===== config.mk =====
export PLATFORM = sky130hd
export DESIGN_NAME = ifu
export DESIGN_NICKNAME = d
export VERILOG_FILES = /design/src/verilog/bpu_pkg.sv /design/src/verilog/rv_pkg.sv /design/src/verilog/bpu_update_if.sv /design/src/verilog/bpu.sv /design/src/verilog/btb.sv /design/src/verilog/ifu.sv /design/src/verilog/pht_counters.sv /design/src/verilog/ras.sv
export SDC_FILE = /design/constraint.sdc
export NUM_CORES = 2
export LEC_CHECK = 0
export ABC_AREA = 1
export BUFFER_PORTS_ARGS = -buffer_cell sky130_fd_sc_hd__buf_2
export CORE_MARGIN = 5
export CORE_UTILIZATION = 40
export CTS_CLUSTER_SIZE = 28
export DETAILED_ROUTE_END_ITERATION = 10
export PLACE_DENSITY_LB_ADDON = 0.12
export SYNTH_ARGS = -nofsm -noshare
export SYNTH_HDL_FRONTEND = slang
export SYNTH_SLANG_ARGS = --single-unit

===== constraint.sdc =====
create_clock -name clk -period 4.4 [get_ports clk]
set_input_delay 0.44 -clock clk [delete_from_list [all_inputs] [get_ports clk]]
set_output_delay 0.44 -clock clk [all_outputs]
set_load 0.01 [all_outputs]

===== src/verilog/bpu_pkg.sv =====
package bpu_pkg;

  localparam int HISLEN = 8;  // global history, same width as the pht index

  localparam int PHT_ENTRIES = 256;
  localparam int PHT_IDX_W = $clog2(PHT_ENTRIES);
  localparam logic [1:0] PHT_INIT = 2'b01;  // weakly not taken

  localparam int BTB_ENTRIES = 16;
  localparam int BTB_IDX_W = $clog2(BTB_ENTRIES);
  localparam int BTB_TAG_W = 26;  // pc[31:6]

  // stack depth kept a power of two so the pointer wraps by itself
  localparam int RAS_DEPTH = 8;
  localparam int RAS_PTR_W = $clog2(RAS_DEPTH);
  localparam int RAS_CNT_W = $clog2(RAS_DEPTH + 1);

  // where the predicted target came from
  typedef enum logic {
    SRC_DECODE = 1'b0,
    SRC_TABLE  = 1'b1
  } pdt_src_e;

endpackage


===== src/verilog/rv_pkg.sv =====
package rv_pkg;

  localparam int XLEN = 32;
  localparam int TRAP_LEN = 16;

  // bit positions inside the trap bus
  localparam int TRAP_INST_ADDR_MISALIGNED = 0;
  localparam int TRAP_INST_ACCESS_FAULT = 1;
  localparam int TRAP_INST_PAGE_FAULT = 12;

  // major opcodes, inst[6:0]
  localparam logic [6:0] OPC_JAL = 7'b1101111;
  localparam logic [6:0] OPC_JALR = 7'b1100111;
  localparam logic [6:0] OPC_BRANCH = 7'b1100011;

  typedef enum logic [1:0] {
    JT_NONE   = 2'b00,
    JT_JAL    = 2'b01,
    JT_JALR   = 2'b10,
    JT_BRANCH = 2'b11
  } jump_type_e;

  // jalr with rd = x0 and rs1 = ra or t0
  function automatic logic is_return(input logic [XLEN-1:0] inst);
    logic [4:0] rd;
    logic [4:0] rs1;
    rd = inst[11:7];
    rs1 = inst[19:15];
    return (inst[6:0] == OPC_JALR) && (rd == 5'd0) && ((rs1 == 5'd1) || (rs1 == 5'd5));
  endfunction

endpackage

===== src/verilog/bpu_update_if.sv =====
`timescale 1ns/1ps

interface bpu_update_if
  import rv_pkg::*, bpu_pkg::*;
();

  logic              ex_branch_valid;  // resolution strobe from EX
  logic              ex_taken;
  logic [XLEN-1:0]   ex_pc;
  logic [HISLEN-1:0] ex_history;       // history seen at prediction time
  jump_type_e        ex_jump_type;
  logic [XLEN-1:0]   ex_target;
  logic [XLEN-1:0]   ex_inst;
  logic              ex_stall;
  logic              ras_push_valid;   // call seen in ID
  logic [XLEN-1:0]   ras_push_data;

  // qualified training strobe and return flag, shared by all tables
  logic train;
  logic ex_is_ret;

  assign train = ex_branch_valid & ~ex_stall;
  assign ex_is_ret = is_return(ex_inst);

  modport src (
    output ex_branch_valid, ex_taken, ex_pc, ex_history, ex_jump_type,
           ex_target, ex_inst, ex_stall, ras_push_valid, ras_push_data
  );

  modport sink (
    input train, ex_taken, ex_pc, ex_history, ex_jump_type,
          ex_target, ex_is_ret, ras_push_valid, ras_push_data
  );

endinterface


===== src/verilog/bpu.sv =====
`timescale 1ns/1ps

module bpu
  import rv_pkg::*, bpu_pkg::*;
(
  input  logic              clk,
  input  logic              reset_i,
  input  logic [XLEN-1:0]   if_pc_i,
  input  logic [XLEN-1:0]   if_inst_i,
  input  logic              flush_i,
  bpu_update_if.sink        upd,
  output logic [XLEN-1:0]   pdt_pc_o,
  output logic              pdt_valid_o,
  output logic              pdt_res_o,
  output pdt_src_e          which_pdt_o,
  output logic [HISLEN-1:0] history_o
);

  jump_type_e        if_jt;
  logic [XLEN-1:0]   imm_j;
  logic [XLEN-1:0]   imm_b;
  logic              if_is_ret;
  logic              pht_taken;
  logic              btb_hit;
  logic [XLEN-1:0]   btb_target;
  logic [XLEN-1:0]   ras_top;
  logic              ras_empty;
  logic [HISLEN-1:0] hist_q;

  // light decode of the fetched word
  always_comb begin
    case (if_inst_i[6:0])
      OPC_JAL:    if_jt = JT_JAL;
      OPC_JALR:   if_jt = JT_JALR;
      OPC_BRANCH: if_jt = JT_BRANCH;
      default:    if_jt = JT_NONE;
    endcase
  end

  assign imm_j = {{12{if_inst_i[31]}}, if_inst_i[19:12], if_inst_i[20], if_inst_i[30:21], 1'b0};
  assign imm_b = {{20{if_inst_i[31]}}, if_inst_i[7], if_inst_i[30:25], if_inst_i[11:8], 1'b0};
  assign if_is_ret = is_return(if_inst_i);

  // pdt_pc_o falls through to pc + 4 unless a taken target is chosen
  always_comb begin
    pdt_res_o = 1'b0;
    pdt_pc_o = if_pc_i + XLEN'(4);
    which_pdt_o = SRC_DECODE;
    case (if_jt)
      JT_JAL: begin
        pdt_res_o = 1'b1;
        pdt_pc_o = if_pc_i + imm_j;
      end
      JT_BRANCH: begin
        pdt_res_o = pht_taken;  // counter msb
        if (pht_taken) begin
          pdt_pc_o = if_pc_i + imm_b;
        end
      end
      JT_JALR: begin
        which_pdt_o = SRC_TABLE;
        if (if_is_ret) begin
          pdt_res_o = !ras_empty;
          if (!ras_empty) begin
            pdt_pc_o = ras_top;
          end
        end else begin
          pdt_res_o = btb_hit;
          if (btb_hit) begin
            pdt_pc_o = btb_target;
          end
        end
      end
      default: pdt_res_o = 1'b0;  // not a control transfer
    endcase
  end

  assign pdt_valid_o = pdt_res_o & ~flush_i;

  // global history, shifted on resolved conditional branches only
  always_ff @(posedge clk) begin
    if (reset_i) begin
      hist_q <= '0;
    end else if (upd.train && (upd.ex_jump_type == JT_BRANCH)) begin
      hist_q <= {hist_q[HISLEN-2:0], upd.ex_taken};
    end
  end

  assign history_o = hist_q;

  pht_counters u_pht (
    .clk          (clk),
    .reset_i      (reset_i),
    .lookup_idx_i (if_pc_i[PHT_IDX_W+1:2]),
    .upd          (upd),
    .history_i    (hist_q),
    .taken_o      (pht_taken)
  );

  btb u_btb (
    .clk         (clk),
    .reset_i     (reset_i),
    .lookup_pc_i (if_pc_i),
    .upd         (upd),
    .hit_o       (btb_hit),
    .target_o    (btb_target)
  );

  ras u_ras (
    .clk     (clk),
    .reset_i (reset_i),
    .upd     (upd),
    .top_o   (ras_top),
    .empty_o (ras_empty)
  );

endmodule


===== src/verilog/btb.sv =====
`timescale 1ns/1ps

module btb
  import rv_pkg::*, bpu_pkg::*;
(
  input  logic            clk,
  input  logic            reset_i,
  input  logic [XLEN-1:0] lookup_pc_i,
  bpu_update_if.sink      upd,
  output logic            hit_o,
  output logic [XLEN-1:0] target_o
);

  logic [BTB_ENTRIES-1:0] valid_q;
  logic [BTB_TAG_W-1:0]   tag_q [BTB_ENTRIES];
  logic [XLEN-1:0]        target_q [BTB_ENTRIES];

  logic [BTB_IDX_W-1:0]   rd_idx;
  logic [BTB_TAG_W-1:0]   rd_tag;
  logic [BTB_IDX_W-1:0]   wr_idx;
  logic [BTB_TAG_W-1:0]   wr_tag;
  logic                   wr_en;

  // direct mapped, index pc[5:2], tag pc[31:6]
  assign rd_idx = lookup_pc_i[BTB_IDX_W+1:2];
  assign rd_tag = lookup_pc_i[XLEN-1:XLEN-BTB_TAG_W];

  assign hit_o = valid_q[rd_idx] && (tag_q[rd_idx] == rd_tag);
  assign target_o = target_q[rd_idx];

  assign wr_idx = upd.ex_pc[BTB_IDX_W+1:2];
  assign wr_tag = upd.ex_pc[XLEN-1:XLEN-BTB_TAG_W];

  // returns go to the ras instead
  assign wr_en = upd.train && (upd.ex_jump_type == JT_JALR) && !upd.ex_is_ret;

  always_ff @(posedge clk) begin
    if (reset_i) begin
      valid_q <= '0;
    end else if (wr_en) begin
      valid_q[wr_idx] <= 1'b1;
    end
  end

  // tag and target storage
  always_ff @(posedge clk) begin
    if (wr_en) begin
      tag_q[wr_idx] <= wr_tag;
      target_q[wr_idx] <= upd.ex_target;  // last seen target wins
    end
  end

endmodule


===== src/verilog/ifu.sv =====
`timescale 1ns/1ps

module ifu
  import rv_pkg::*, bpu_pkg::*;
(
  input  logic                clk,
  input  logic                reset_i,
  input  logic [XLEN-1:0]     inst_addr_i,          // from pc register
  input  logic                if_rdata_valid_i,
  input  logic [XLEN-1:0]     if_rdata_i,
  input  logic                ex_branch_valid_i,
  input  logic                ex_branch_taken_i,
  input  logic [XLEN-1:0]     ex_pc_i,
  input  logic [HISLEN-1:0]   ex_history_i,
  input  jump_type_e          ex_jump_type_i,
  input  logic [XLEN-1:0]     ex_target_i,
  input  logic [XLEN-1:0]     ex_inst_i,
  input  logic                id_ras_push_valid_i,  // call seen in decode
  input  logic [XLEN-1:0]     id_ras_push_data_i,
  input  logic                ex_stall_valid_i,
  output logic                ram_stall_valid_if_o,
  output logic [XLEN-1:0]     inst_addr_o,
  output logic [XLEN-1:0]     inst_data_o,
  output logic [TRAP_LEN-1:0] trap_bus_o,
  output logic [XLEN-1:0]     bpu_pc_o,
  output logic                bpu_pc_valid_o,
  output logic                pdt_res_o,
  output pdt_src_e            which_pdt_o,
  output logic [HISLEN-1:0]   history_o
);

  logic ram_stall;

  // icache word not ready yet, hold the pipe
  assign ram_stall = ~if_rdata_valid_i;
  assign ram_stall_valid_if_o = ram_stall;

  assign inst_addr_o = inst_addr_i;
  assign inst_data_o = if_rdata_i;

  // only misalignment can be detected here
  always_comb begin
    trap_bus_o = '0;
    trap_bus_o[TRAP_INST_ADDR_MISALIGNED] = |inst_addr_i[1:0];
    trap_bus_o[TRAP_INST_ACCESS_FAULT] = 1'b0;  // no pmp
    trap_bus_o[TRAP_INST_PAGE_FAULT] = 1'b0;    // no mmu
  end

  bpu_update_if upd ();

  assign upd.ex_branch_valid = ex_branch_valid_i;
  assign upd.ex_taken = ex_branch_taken_i;
  assign upd.ex_pc = ex_pc_i;
  assign upd.ex_history = ex_history_i;
  assign upd.ex_jump_type = ex_jump_type_i;
  assign upd.ex_target = ex_target_i;
  assign upd.ex_inst = ex_inst_i;
  assign upd.ex_stall = ex_stall_valid_i;
  assign upd.ras_push_valid = id_ras_push_valid_i;
  assign upd.ras_push_data = id_ras_push_data_i;

  bpu u_bpu (
    .clk         (clk),
    .reset_i     (reset_i),
    .if_pc_i     (inst_addr_i),
    .if_inst_i   (if_rdata_i),
    .flush_i     (ram_stall),  // no redirect while the word is invalid
    .upd         (upd),
    .pdt_pc_o    (bpu_pc_o),
    .pdt_valid_o (bpu_pc_valid_o),
    .pdt_res_o   (pdt_res_o),
    .which_pdt_o (which_pdt_o),
    .history_o   (history_o)
  );

endmodule


===== src/verilog/pht_counters.sv =====
`timescale 1ns/1ps

module pht_counters
  import rv_pkg::*, bpu_pkg::*;
(
  input  logic                 clk,
  input  logic                 reset_i,
  input  logic [PHT_IDX_W-1:0] lookup_idx_i,  // fetch pc[9:2]
  bpu_update_if.sink           upd,
  input  logic [HISLEN-1:0]    history_i,
  output logic                 taken_o
);

  logic [1:0]           cnt_q [PHT_ENTRIES];
  logic [PHT_IDX_W-1:0] rd_idx;
  logic [PHT_IDX_W-1:0] wr_idx;
  logic [1:0]           wr_cnt;
  logic                 wr_en;

  // gshare lookup
  assign rd_idx = lookup_idx_i ^ history_i;
  assign taken_o = cnt_q[rd_idx][1];

  // resolved branch indexes with the history it was predicted under
  assign wr_idx = upd.ex_pc[PHT_IDX_W+1:2] ^ upd.ex_history;
  assign wr_en = upd.train && (upd.ex_jump_type == JT_BRANCH);

  // saturating step of the addressed counter
  always_comb begin
    wr_cnt = cnt_q[wr_idx];
    if (upd.ex_taken) begin
      if (wr_cnt != 2'b11) begin
        wr_cnt = wr_cnt + 2'b01;
      end
    end else begin
      if (wr_cnt != 2'b00) begin
        wr_cnt = wr_cnt - 2'b01;
      end
    end
  end

  always_ff @(posedge clk) begin
    if (reset_i) begin
      for (int i = 0; i < PHT_ENTRIES; i++) begin
        cnt_q[i] <= PHT_INIT;
      end
    end else if (wr_en) begin
      cnt_q[wr_idx] <= wr_cnt;
    end
  end

endmodule


===== src/verilog/ras.sv =====
`timescale 1ns/1ps

module ras
  import rv_pkg::*, bpu_pkg::*;
(
  input  logic            clk,
  input  logic            reset_i,
  bpu_update_if.sink      upd,
  output logic [XLEN-1:0] top_o,
  output logic            empty_o
);

  logic [XLEN-1:0]      stack_q [RAS_DEPTH];
  logic [RAS_PTR_W-1:0] top_q;
  logic [RAS_PTR_W-1:0] top_nxt;
  logic [RAS_CNT_W-1:0] cnt_q;
  logic                 push;
  logic                 pop;

  assign push = upd.ras_push_valid;  // not held off by ex stall
  // a pop on an empty stack is dropped
  assign pop = upd.train && (upd.ex_jump_type == JT_JALR) && upd.ex_is_ret && !empty_o;

  assign top_nxt = top_q + 1'b1;
  assign top_o = stack_q[top_q];
  assign empty_o = (cnt_q == '0);

  always_ff @(posedge clk) begin
    if (reset_i) begin
      top_q <= '0;
      cnt_q <= '0;
    end else if (push && !pop) begin
      top_q <= top_nxt;  // wraps onto the oldest entry when full
      if (cnt_q != RAS_CNT_W'(RAS_DEPTH)) begin
        cnt_q <= cnt_q + 1'b1;
      end
    end else if (pop && !push) begin
      top_q <= top_q - 1'b1;
      cnt_q <= cnt_q - 1'b1;
    end
  end

  // push with pop replaces the top in place
  always_ff @(posedge clk) begin
    if (push && pop) begin
      stack_q[top_q] <= upd.ras_push_data;
    end else if (push) begin
      stack_q[top_nxt] <= upd.ras_push_data;
    end
  end

endmodule


==> metrics.md <==
| Metric | Value |
|---|---|
| Outcome | finished with violations |
| Failing checks | negative setup slack |
| Clock Latency Late Sink | 0.87 ns |
| Starting DRT DRC Count | 8222 |
| Pwr/cell area | 410 nW/um2 |
| CP startpoint | u_bpu.history_o[0] |
| Worst IR Drop VDD | roughly 430 uV |
| #FFs+latches synth | 1730 |
| Vias in the first global route | 64800 |
| Most common flop cell mapped by yosys | edfxtp_1 |
| TritonCTS clock tree | built |
| Initial antenna violation count | 21 |
| TritonRoute pass-1 iters | 9 |
| Rows | 167 |
| Post-layout min period | 4.43 ns |
| CP Launch Type | flop |
| Layout cell share with drive strength beyond 1 | 12.1% |
| Worst stage delay on the critical path | 0.37 ns |
| Min-delay src | id_ras_push_valid_i |
| Reg2reg start | u_bpu.u_ras.cnt_q[0] |
| Pin count of the biggest net entering global routing | 132 |
| Total wire length | between 300000 and 400000 um |
| Worst hold path type | in -> reg |
| Global-route wire length before repair | 451000 um |
| Die width | roughly 470 um |
| Critical Path End Type | output port |
| Async S/R FF share, synth | 0% |
| Sequential area share after synthesis | 61.7% |
| Max-slew violation count | 0 |
| Worst-path cell chain | inv_4 > nand2_4 > nand2_8 > buf_12 > buf_16 > nand2_1 > nand3_1 > nand3_1 > nand3_1 > nand3_2 > nand3_2 > nand2_2 > nand2_2 > nand3_4 > buf_12 > nand2_8 > buf_12 > nand2_1 > nand3_1 > nand4_1 > buf_4 > buf_2 |
| Yosys cell types | 56 |
| Syn Inst Count | 8782 |
| Fmax | 226 MHz |
| Wirelength per Cell | 26.2 um |
| DP Wirelength | around 200000 um |
| Fin crit share | 101% |
| Core box area | 207000 um2 |
| Max Clock Skew | 0.0523 ns |
| Setup-failing EPs final | 1 |
| Number of nets in the layout | 9449 |
| Antenna-violating nets left | 0 |
| Slew margin rel. | a little under a fifth |
| Final hold vios | 0 |
| Worst-path clk slew | 0.06 ns |
| Avg Cell Area, Syn | 9.52 um2 |
| DRC Markers | 0 |
| Cell repeated most along the worst path | nand3_1 |
| Arr. time, crit path | 3.99 ns |
| Initial core utilization | slightly above 40% |
| CTS H-tree depth | 4 |
| Setup Crit Path Kind | reg -> out |
| Fillers | 19300 |
| CP Max Fanout | 12 |
| Ys Warns | 0 |
| RSZ-0062 raised after global routing | true |
| Worst Path Required | 3.96 ns |
| Crit-path slowest cell | dfxtp_4 |
| Setup WS pre-CTS | -0.242 ns |
| # Max-Cap Violations | 0 |
| Area grow syn2layout | 17.7% |
| Vias | 68200 |
| Die Y | 467 um |
| CTS Sinks | 1730 |
| Final worst setup slack | -0.0317 ns |
| I/O pins | between 300 and 400 |
| Overall Global Routing Usage | 28.2% |
| Root buf cell | clkbuf_16 |
| Leakage | 35.9 nW |
| Overall power | 40.4 mW |
| Die Footprint | 218000 um2 |
| Grt total ovfl | 0 |
| Worst slew pin tran | between 1 and 1.5 ns |
| CTS max path bufs | 3 |
| Via/cell ratio | 5.61 |
| Post-synth EDFFs | 1696 |
| Mapped cell area | 83600 um2 |
| CTS buffer count | 190 |
| # port buffers | 299 |
| RD Place Congestion | 0.959 |
## final timing paths
path | endpoint | slack (ns) | depth (start not counted)
setup / recovery | bpu_pc_o[4] | -0.03 | 22
hold / removal | flop | 0.19 | 4
setup reg to reg | u_bpu.u_ras.stack_q[0][19] | 1.44 | 10
hold reg to reg | u_bpu.u_btb.valid_q[4] | 0.47 | 1
## logic make-up (layout without fill, tap and decap cells)
logic type	Yosys count	count (layout)	share of synthesized area [%]
and+or+nand+nor	4609	4610	22.6
buffers and inverters	1229	1773	6.26
DFF	1730	1730	61.7
xor gates and xnor gates	63	63	0.669
adders and majority gates	55	55	0.850
other	1	32	0.00448
AOI/OAI and AO/OA	1095	1095	7.95
## layer usage
| layer | wire length [um] | share of wire, % | up-vias | global-route usage [%] |
|---|---|---|---|---|
| met5 | 34 | 0.011 | - | 0 |
| met4 | 16400 | 5.2 | 6 | 12.5 |
| met3 | 25500 | 8.0 | 662 | 4.28 |
| met2 | 146000 | 46 | 3187 | 45.0 |
| met1 | 129000 | 41 | 33500 | 38.1 |
| li1 | - | - | 30800 | - |
## cells in the mapped netlist, types with 5 or more instances
master	count	area [um2]
nand2_1	2129	7990
edfxtp_1	1696	50900
nor2_1	1384	5190
nand3_1	937	4690
inv_1	596	2240
o21ai_0	362	1810
a21oi_1	323	1620
clkbuf_1	299	1120
buf_2	157	786
a22oi_1	111	833
buf_4	100	751
a221oi_1	80	701
nand4_1	65	407
buf_1	52	195
ha_1	52	651
o22ai_1	38	238
o21a_1	37	278
dfxtp_1	34	681
xor2_1	34	298
o211ai_1	33	248
nor3_1	30	150
or2_2	29	181
xnor2_1	28	245
o221ai_1	22	193
a31oi_1	19	119
nor4_1	13	81.3
clkinv_1	11	41.3
nand3b_1	10	75.1
a21o_1	9	67.6
a32o_1	8	80.1
o22a_1	8	70.1
o31ai_1	8	60.1
buf_6	7	78.8
inv_2	7	26.3
a221o_1	6	60.1
a41oi_1	6	52.6
o221a_2	6	67.6
a211oi_1	5	37.5
## cell usage in the layout, fill, tap and decap left out, types with 30 or more instances in the layout
cell           Yosys  routed
edfxtp_1        1696    1696
inv_1            596     590
nand3_2            0      30
xor2_1            34      34
buf_12             0     119
nor2_1          1384    1350
nand4_1           65      65
a22oi_1          111     111
o22ai_1           38      38
clkbuf_1         299      49
clkbuf_16          0     203
o21ai_0          362     362
clkinv_1          11      58
clkinv_2           0      33
buf_4            100     276
o21a_1            37      37
buf_2            157     295
o211ai_1          33      33
a21oi_1          323     323
dlygate4sd3_1      0      92
nand3_1          937     903
nand2_1         2129    2104
ha_1              52      52
nor2_4             2      34
a221oi_1          80      80
## critical path: cells and delay by family (launching register included)
family / cells / cell delay (ns)
flops: 1 / 0.37
buf+inv: 7 / 1.12
simple gates: 15 / 1.59
## sequential cells by signal, indices dropped and copies added, names as in the netlist, named ones only
signal and cells:
u_bpu.u_ras.stack_q 256, u_bpu.u_ras.top_q 3, u_bpu.history_o 8, u_bpu.u_btb.tag_q 416, u_bpu.u_btb.target_q 512, u_bpu.u_btb.valid_q 16
u_bpu.u_pht.cnt_q 512, u_bpu.u_ras.cnt_q 4
## report_power, final
group	switching [mW]	internal, mW
sequential	0.0903	18.3
combinational	4.67	2.06
clock	6.78	8.49
## metrics by stage
stage | TNS (ns) | hold WS [ns] | utilization [%] | cell area, um2 | instances
floorplan | 0 | 0.433 | - | 83700 | 8796
global placement | -0.648 | 0.440 | 43.5 | 90300 | 11600
detailed placement | -0.338 | 0.452 | 43.5 | 90300 | 11600
CTS | -0.116 | 0.122 | 47.1 | 97700 | 12100
global route | -0.497 | 0.185 | 47.4 | 98400 | 12100
finish | -0.0317 | 0.188 | 47.4 | 98400 | 12100
## what timing repair did
item | in CTS | in global routing
setup endpoints to repair | 33 | 33
resized for setup | 56 | 52
hold endpoints to repair | 1174 | 0
setup buffers | 16 | 13
pin swaps | 12 | 19
hold buffers | 92 | 0
gates cloned | 6 | 13
## final cells by class
type                       instances  area, um2  area share, %
antenna                           17       42.5         0.0432
clock buffer                     243       5000           5.08
clock inverter                   105        932          0.947
inverter                         614       2340           2.37
multi-input combinational       5838      27500           28.0
sequential                      1730      51600           52.4
tap                             2788       3490           3.54
timing repair buffer             811       7490           7.61
(Power assumes the default switching activity.)
